$ cat config.mk
export PLATFORM = sky130hd
export DESIGN_NAME = radio_top
export DESIGN_NICKNAME = d
export VERILOG_FILES = /design/src/common/radio_pkg.sv /design/src/common/bus_pkg.sv /design/src/rx_fe/rx_fe_corr.sv /design/src/sample_buf/sample_buf.sv /design/src/verilog/radio_top.sv
export VERILOG_INCLUDE_DIRS = /design/src /design/src/common
export SDC_FILE = /design/constraint.sdc
export NUM_CORES = 2
export LEC_CHECK = 0
export BUFFER_PORTS_ARGS = -buffer_cell sky130_fd_sc_hd__buf_2
export CAP_MARGIN = 20
export CORE_MARGIN = 2
export CORE_UTILIZATION = 55
export DETAILED_ROUTE_END_ITERATION = 10
export PLACE_DENSITY = 0.71
export SLEW_MARGIN = 20
export SYNTH_ARGS = -nofsm -noshare
export SYNTH_HDL_FRONTEND = slang
export SYNTH_SLANG_ARGS = --single-unit
$ cat constraint.sdc
create_clock -name radio_clk -period 10.8 [get_ports radio_clk]
set_input_delay 0.54 -clock radio_clk [delete_from_list [all_inputs] [get_ports radio_clk]]
set_output_delay 0.54 -clock radio_clk [all_outputs]
set_load 0.02 [all_outputs]
$ cat src/common/radio_defs.svh
`ifndef RADIO_DEFS_SVH
`define RADIO_DEFS_SVH

// sample format
`define SAMPLE_W 32 // one I/Q word
`define IQ_W     16 // per component

// channels and capture buffer
`define NUM_CH   2
`define BUF_AW   5  // 32 words per channel, channel bit sits above

// settings bus
`define SET_AW   8
`define SET_DW   32
`define SR_REG_W 4  // low addr bits pick the register, upper bits the channel

// register offsets within a channel
`define SR_DC_I  4'd0
`define SR_DC_Q  4'd1
`define SR_CTRL  4'd2

// SR_CTRL bits
`define CTRL_RUN_BIT  0
`define CTRL_SWAP_BIT 1

`endif

$ cat src/common/radio_pkg.sv
// sample level types, shared by the front end and the buffer
package radio_pkg;

`include "radio_defs.svh"

   // one component of a complex sample, two's complement
   typedef logic [`IQ_W-1:0] iq_comp_t;

   // flat word as it sits in memory
   typedef logic [`SAMPLE_W-1:0] raw_word_t;

   // I in the upper half, Q in the lower half
   typedef struct packed {
      iq_comp_t i;
      iq_comp_t q;
   } iq_t;

   // same word seen two ways
   // raw for storage, iq for the correction math
   typedef union packed {
      raw_word_t raw;
      iq_t       iq;
   } sample_u;

endpackage

$ cat src/common/bus_pkg.sv
// bus level types: settings strobes, buffer write requests, readback
package bus_pkg;

`include "radio_defs.svh"

   // settings write, plain strobe with address and data
   typedef struct packed {
      logic              stb;
      logic [`SET_AW-1:0] addr;  // [7:4] channel, [3:0] register
      logic [`SET_DW-1:0] data;
   } set_bus_t;

   // one corrected sample waiting for the buffer
   // req is a level, held until granted
   typedef struct packed {
      logic               req;
      radio_pkg::sample_u sample;
   } wr_req_t;

   // readback result, valid is a single-cycle pulse
   typedef struct packed {
      logic                 valid;
      logic [`SAMPLE_W-1:0] data;
   } rb_rsp_t;

endpackage

$ cat src/rx_fe/rx_fe_corr.sv
`timescale 1ns/1ps

`include "radio_defs.svh"

// per-channel receive correction
// settings regs, optional I/Q swap, DC removal, one-deep hold toward the buffer
module rx_fe_corr #(
   parameter int CH_ID = 0
) (
   input  logic                radio_clk,
   input  logic                i_rst_n,
   input  bus_pkg::set_bus_t   i_set,
   input  radio_pkg::sample_u  i_rx,
   input  logic                i_rx_stb,
   input  logic                i_grant,
   output bus_pkg::wr_req_t    o_wr,
   output logic                o_overflow
);

   // channel select field of the settings address
   localparam logic [`SET_AW-`SR_REG_W-1:0] CH_SEL = (`SET_AW-`SR_REG_W)'(CH_ID);

   ////////////////////
   // settings registers
   ////////////////////
   logic                  set_hit;
   logic [`IQ_W-1:0]      dc_i_r;
   logic [`IQ_W-1:0]      dc_q_r;
   logic [1:0]            ctrl_r;  // {swap, run}
   logic                  run;
   logic                  swap;

   assign set_hit = i_set.stb && (i_set.addr[`SET_AW-1:`SR_REG_W] == CH_SEL);
   assign run     = ctrl_r[`CTRL_RUN_BIT];
   assign swap    = ctrl_r[`CTRL_SWAP_BIT];

   always_ff @(posedge radio_clk) begin
      if (!i_rst_n) begin
         dc_i_r <= '0;
         dc_q_r <= '0;
         ctrl_r <= '0;  // come up stopped, unswapped
      end else if (set_hit) begin
         case (i_set.addr[`SR_REG_W-1:0])
            `SR_DC_I: dc_i_r <= i_set.data[`IQ_W-1:0];
            `SR_DC_Q: dc_q_r <= i_set.data[`IQ_W-1:0];
            `SR_CTRL: ctrl_r <= i_set.data[1:0];
            default: ;  // unmapped offsets ignored
         endcase
      end
   end

   ////////////////////
   // swap and DC removal
   ////////////////////
   radio_pkg::sample_u rx_sw;   // after optional swap
   radio_pkg::sample_u rx_corr; // after offset subtract

   always_comb begin
      rx_sw = i_rx;
      if (swap) begin
         rx_sw.iq.i = i_rx.iq.q;
         rx_sw.iq.q = i_rx.iq.i;
      end
      // plain 16 bit subtract, wraps mod 2^16
      rx_corr.iq.i = rx_sw.iq.i - dc_i_r;
      rx_corr.iq.q = rx_sw.iq.q - dc_q_r;
   end

   ////////////////////
   // hold register and overflow
   ////////////////////
   logic               acc_stb;   // strobe seen while running
   logic               req_r;
   radio_pkg::sample_u sample_r;
   logic               ovf_r;

   assign acc_stb = i_rx_stb && run;

   // request level, set by an accepted strobe, cleared the edge after grant
   always_ff @(posedge radio_clk) begin
      if (!i_rst_n) begin
         req_r <= 1'b0;
      end else if (acc_stb && !req_r) begin
         req_r <= 1'b1;
      end else if (i_grant) begin
         req_r <= 1'b0;
      end
   end

   // payload only moves when the hold is free
   always_ff @(posedge radio_clk) begin
      if (acc_stb && !req_r) begin
         sample_r <= rx_corr;
      end
   end

   // a new sample while one still waits is dropped
   // flag is sticky until reset
   always_ff @(posedge radio_clk) begin
      if (!i_rst_n) begin
         ovf_r <= 1'b0;
      end else if (acc_stb && req_r) begin
         ovf_r <= 1'b1;
      end
   end

   assign o_wr.req    = req_r;
   assign o_wr.sample = sample_r;
   assign o_overflow  = ovf_r;

endmodule

$ cat src/sample_buf/sample_buf.sv
`timescale 1ns/1ps

`include "radio_defs.svh"

// shared capture memory
// two channel writers and one readback port, round robin, one grant per cycle
module sample_buf (
   input  logic               radio_clk,
   input  logic               i_rst_n,
   input  bus_pkg::wr_req_t   i_wr0,
   input  bus_pkg::wr_req_t   i_wr1,
   output logic [`NUM_CH-1:0] o_grant,
   input  logic               i_rb_stb,
   input  logic [`BUF_AW:0]   i_rb_addr,  // top bit is the channel
   output bus_pkg::rb_rsp_t   o_rb
);

   localparam int NUM_REQ = `NUM_CH + 1;     // channels plus readback
   localparam int RB_IDX  = `NUM_CH;         // readback is the last requester
   localparam int DEPTH   = 2**(`BUF_AW+1);  // 64 words

   ////////////////////
   // readback pending
   ////////////////////
   logic             rb_pend_r;
   logic [`BUF_AW:0] rb_addr_r;
   logic [NUM_REQ-1:0] req;
   logic [NUM_REQ-1:0] gnt;

   always_ff @(posedge radio_clk) begin
      if (!i_rst_n) begin
         rb_pend_r <= 1'b0;
      end else if (i_rb_stb) begin
         rb_pend_r <= 1'b1;   // new strobe only when idle
      end else if (gnt[RB_IDX]) begin
         rb_pend_r <= 1'b0;
      end
   end

   always_ff @(posedge radio_clk) begin
      if (i_rb_stb) begin
         rb_addr_r <= i_rb_addr;
      end
   end

   ////////////////////
   // round robin arbiter
   ////////////////////
   logic [1:0] last_r;  // index granted most recently

   assign req = {rb_pend_r, i_wr1.req, i_wr0.req};

   // search starts just after the last winner
   always_comb begin : rr_pick
      int idx;
      gnt = '0;
      for (int k = 1; k <= NUM_REQ; k++) begin
         idx = (int'(last_r) + k) % NUM_REQ;
         if (req[idx] && (gnt == '0)) begin
            gnt[idx] = 1'b1;
         end
      end
   end

   always_ff @(posedge radio_clk) begin
      if (!i_rst_n) begin
         last_r <= 2'(RB_IDX);  // so ch0 is first in line
      end else begin
         case (gnt)
            3'b001:  last_r <= 2'd0;
            3'b010:  last_r <= 2'd1;
            3'b100:  last_r <= 2'(RB_IDX);
            default: ;  // idle keeps the order
         endcase
      end
   end

   assign o_grant = gnt[`NUM_CH-1:0];

   ////////////////////
   // write side
   ////////////////////
   logic [`BUF_AW-1:0]   wptr_r [`NUM_CH];
   logic                 wr_en;
   logic                 wr_ch;
   logic [`BUF_AW:0]     wr_addr;
   logic [`SAMPLE_W-1:0] wr_data;

   // at most one channel granted, so one write port is enough
   assign wr_en   = gnt[0] | gnt[1];
   assign wr_ch   = gnt[1];
   assign wr_addr = {wr_ch, wptr_r[wr_ch]};
   assign wr_data = wr_ch ? i_wr1.sample.raw : i_wr0.sample.raw;

   always_ff @(posedge radio_clk) begin
      if (!i_rst_n) begin
         for (int c = 0; c < `NUM_CH; c++) begin
            wptr_r[c] <= '0;
         end
      end else if (wr_en) begin
         wptr_r[wr_ch] <= wptr_r[wr_ch] + 1'b1;  // wraps at 32
      end
   end

   ////////////////////
   // memory and read data
   ////////////////////
   logic [`SAMPLE_W-1:0] mem [DEPTH];
   logic [`SAMPLE_W-1:0] rd_data_r;
   logic                 rb_valid_r;

   always_ff @(posedge radio_clk) begin
      if (wr_en) begin
         mem[wr_addr] <= wr_data;
      end
      if (gnt[RB_IDX]) begin
         rd_data_r <= mem[rb_addr_r];  // read and write never share a cycle
      end
   end

   // one pulse per granted read
   always_ff @(posedge radio_clk) begin
      if (!i_rst_n) begin
         rb_valid_r <= 1'b0;
      end else begin
         rb_valid_r <= gnt[RB_IDX];
      end
   end

   assign o_rb.valid = rb_valid_r;
   assign o_rb.data  = rd_data_r;

endmodule

$ cat src/verilog/radio_top.sv
`timescale 1ns/1ps

`include "radio_defs.svh"

// two channel receive front end with shared capture buffer
module radio_top (
   input  logic               radio_clk,
   input  logic               i_rst_n,
   input  bus_pkg::set_bus_t  i_set,      // shared by both channels
   input  radio_pkg::sample_u i_rx0,
   input  logic               i_rx_stb0,
   input  radio_pkg::sample_u i_rx1,
   input  logic               i_rx_stb1,
   input  logic               i_rb_stb,
   input  logic [`BUF_AW:0]   i_rb_addr,
   output bus_pkg::rb_rsp_t   o_rb,
   output logic [`NUM_CH-1:0] o_overflow
);

   bus_pkg::wr_req_t   wr0;    // ch0 to buffer
   bus_pkg::wr_req_t   wr1;    // ch1 to buffer
   logic [`NUM_CH-1:0] grant;

   ////////////////////
   // front end correction
   rx_fe_corr #(.CH_ID(0)) ch0_i (
      .radio_clk  (radio_clk),
      .i_rst_n    (i_rst_n),
      .i_set      (i_set),
      .i_rx       (i_rx0),
      .i_rx_stb   (i_rx_stb0),
      .i_grant    (grant[0]),
      .o_wr       (wr0),
      .o_overflow (o_overflow[0])
   );

   rx_fe_corr #(.CH_ID(1)) ch1_i (
      .radio_clk  (radio_clk),
      .i_rst_n    (i_rst_n),
      .i_set      (i_set),
      .i_rx       (i_rx1),
      .i_rx_stb   (i_rx_stb1),
      .i_grant    (grant[1]),
      .o_wr       (wr1),
      .o_overflow (o_overflow[1])
   );

   ////////////////////
   // capture buffer
   sample_buf buf_i (
      .radio_clk (radio_clk),
      .i_rst_n   (i_rst_n),
      .i_wr0     (wr0),
      .i_wr1     (wr1),
      .o_grant   (grant),
      .i_rb_stb  (i_rb_stb),
      .i_rb_addr (i_rb_addr),
      .o_rb      (o_rb)
   );

endmodule

==> summary.txt <==
Outcome
  • Status: complete, no violations

Global routing
  • GR Overflow Total: 0
  • GRT Util Overall: 25.87%
  • First-pass GRT wire length: 298200 um
  • Initial antenna violation count: 13
  • Vias in the first global route: 42760
  • Largest net degree at the start of global routing: 130

Finish
  • Multi-input logic area: 21200 sq um
  • Register area: 66380 sq um
  • Area grow syn2layout: 11.90%
  • Layout Utilization: 61.76%
  • Commonest non-fill, non-tap cell in the layout: edfxtp_1
  • Most frequent cells in the layout: 2160 x edfxtp_1, 636 x mux4_2, 211 x clkbuf_16
  • Fillers: around 11000
  • Nets: roughly 4500
  • Fraction of layout cells with a size suffix above 1: 29.80%

Detailed routing
  • DRC viols: 0
  • Routed Antenna Nets: 0
  • Initial DRC Count: 5610
  • Vias per cell: 6.457
  • Routed WL: 209700 um
  • Via Count: 42390
  • Routed len/inst: 31.94 um
  • First drt pass iteration count: 5

Clocking
  • Clock Tree Buf Depth: 3
  • Root Driver: clkbuf_16
  • Worst-path clk slew: about 0.060 ns
  • TritonCTS clock tree: built
  • CTS H-Tree Depth: 4
  • Worst-Skew Late Latency: approximately 0.83 ns
  • CTS resizes: 0
  • Sink Count: between 2000 and 2500
  • Number of CTS-inserted buffers: 207

Critical path
  • CP max stage delay: 0.65 ns
  • Crit Path Category: reg2reg
  • Worst setup EP type: flop
  • Top cell by count, worst path: buf_4
  • Crit path DAT: between 5 and 6 ns
  • Crit-path slowest cell: buf_4
  • Worst Reg-to-Reg Cells: 10
  • Cell breakdown of the critical path: inv_1 -> ha_1 -> nand2b_1 -> a21boi_0 -> nor3_1 -> a32oi_4 -> buf_4 -> a31oi_2 -> nor3_2 -> buf_4
  • Worst-path fanout max: 51
  • CP required: 11.25 ns
  • Crit start category: flop

STA
  • Fmax: 213.5 MHz
  • Skew final: approximately 0.026 ns
  • Slew Limit Fails: 0
  • Least-Margin Pin Slew: 1.157 ns
  • Setup WS post-layout: 6.116 ns
  • RSZ-0062 raised after global routing: false
  • Setup TNS Final: 0 ns
  • Slew headroom: 22.61%
  • Fin crit period: 4.684 ns
  • Final period util: 43.37%
  • Hold Fails Final Rpt: 0
  • Final setup vio count: 0

Min path
  • Hold/Removal Path Class: in2reg
  • Hold depth: 3

Logic synthesis
  • Sequential share of the synthesized area: 75.17%
  • Post-synth EDFFs: around 2200
  • Syn_nets: 4200
  • Share of flip-flops with an asynchronous set or reset: 0%
  • Mapped Area: between 80000 and 90000 sq um
  • Top cells by area, synth: edfxtp_1 73%, mux4_2 16%, dfxtp_1 1.7%
  • Synth Warn #: 0
  • Synth Register Bits: 2236
  • Syn_area_per_cell: around 22 sq um
  • Dominant synthesized flop cell: edfxtp_1
  • Cell taking the most area after synthesis: edfxtp_1
  • Synth cell types: 72
  • Cells after Synth: 4016
  • Top cell type's share of synthesized area: approximately 73%

Floorplanning
  • Die area: 163800 sq um
  • Row cnt: 147
  • Die Y: 404.7 um
  • I/O Pins: approximately 150
  • Die width: 404.7 um
  • Core ar.: 160000 sq um
  • Initial core utilization: 55.19%

Power and ir drop
  • Pleak: between 0.03 and 0.04 uW
  • PD cells: 176.2 nW/um^2
  • Peak VDD IR: 171.8 uV

Placed design
  • Dpl ws: 6.147 ns
  • Gp weighted congestion: 0.8303
  • Detailed Place HPWL: 110900 um
  • Port Buffers: 134

Flow run
  • Max Cap Viol: 0
## flip-flops by register name, indices dropped and copies added (netlist names), 6 cells and up
| name | cells |
|---|---|
| buf_i.mem | 2048 |
| buf_i.rd_data_r | 32 |
| ch0_i.sample_r | 32 |
| ch1_i.sample_r | 32 |
| ch0_i.dc_i_r | 16 |
| ch0_i.dc_q_r | 16 |
| ch1_i.dc_i_r | 16 |
| ch1_i.dc_q_r | 16 |
| buf_i.wptr_r | 10 |
| buf_i.rb_addr_r | 6 |
## path summary, 6_finish.rpt
check	slack (ns)	endpoint	from
min reg2reg	0.49	ch0_i.o_overflow	ch0_i.o_overflow
max reg2reg	6.12	buf_i.mem[12][2]	buf_i.last_r[0]
min	0.06	ch0_i.dc_q_r[9]	i_set[9]
max	6.12	buf_i.mem[12][2]	buf_i.last_r[0]
## Yosys cell counts (all sizes together) (6+ instances only)
cell,count
o22ai,7
mux4,636
dfxtp,76
nor2b,21
o21a,22
mux2i,85
inv,78
a211oi,9
buf,115
a21oi,36
xnor2,34
nor3,29
o21ai,26
or2,9
a21o,13
edfxtp,2160
nor2,172
o31a,8
nand2,52
nor4,12
ha,64
clkbuf,86
a22oi,57
nand2b,14
nand3b,6
mux2,84
xor2,20
a31oi,13
## where the power goes
group | total, uW | internal [uW] | switching, uW
registers | 9420 | 9400 | 23.9
logic | 1020 | 474 | 550
clock network | 6970 | 3870 | 3090
## cell families after synthesis
kind of cell,synth area share (%)
xor+xnor,0.5355
fa+ha+maj,0.9974
simple gates,1.846
mux,18.25
compound gates,1.821
buf+inv,1.383
flops,75.17
## layer usage
layer  track usage [%]  part of all wire (%)  vias to the layer above
li1                  -                     -                    17420
met1             36.15                    38                    22380
met2             40.50                    48                     2232
met3             6.300                    11                      356
met4             8.765                   3.4                        2
met5                 0                0.0062                        -
## metrics by stage
stage	total power [uW]	std cells	area (sq um)	hold WS (ns)
2_1_floorplan	10290	4016	88320	0.4380
3_3_place_gp	10620	6161	92200	0.4566
3_5_place_dp	10620	6162	92210	0.4601
4_1_cts	17500	6562	98790	0.00005096
5_1_grt	17880	6563	98820	0.03595
6_report	17410	6565	98830	0.05532
## repair_timing
| item | in CTS | in global routing |
|---|---|---|
| hold endpoints to repair | 35 | 0 |
| hold buffers | 17 | 0 |
| buffers inserted | 0 | 0 |
## critical path, delay by kind of cell, from the launching register on
kind            cells  cell delay, ns
compound gates      3            1.14
fa+ha+maj           1            0.42
buf+inv             3            1.34
flops               1            0.39
simple gates        3            0.93
## cell type report
class                   instances  area share, %
well taps                    2086          2.641
repair buffers                279          1.954
inverters                      78         0.2963
flip-flops and latches       2236          67.17
multi-input cells            1501          21.45
diodes                          2       0.005064
clock buffers                 277          5.593
clock inverters               106         0.8875
(Power assumes the default switching activity.)
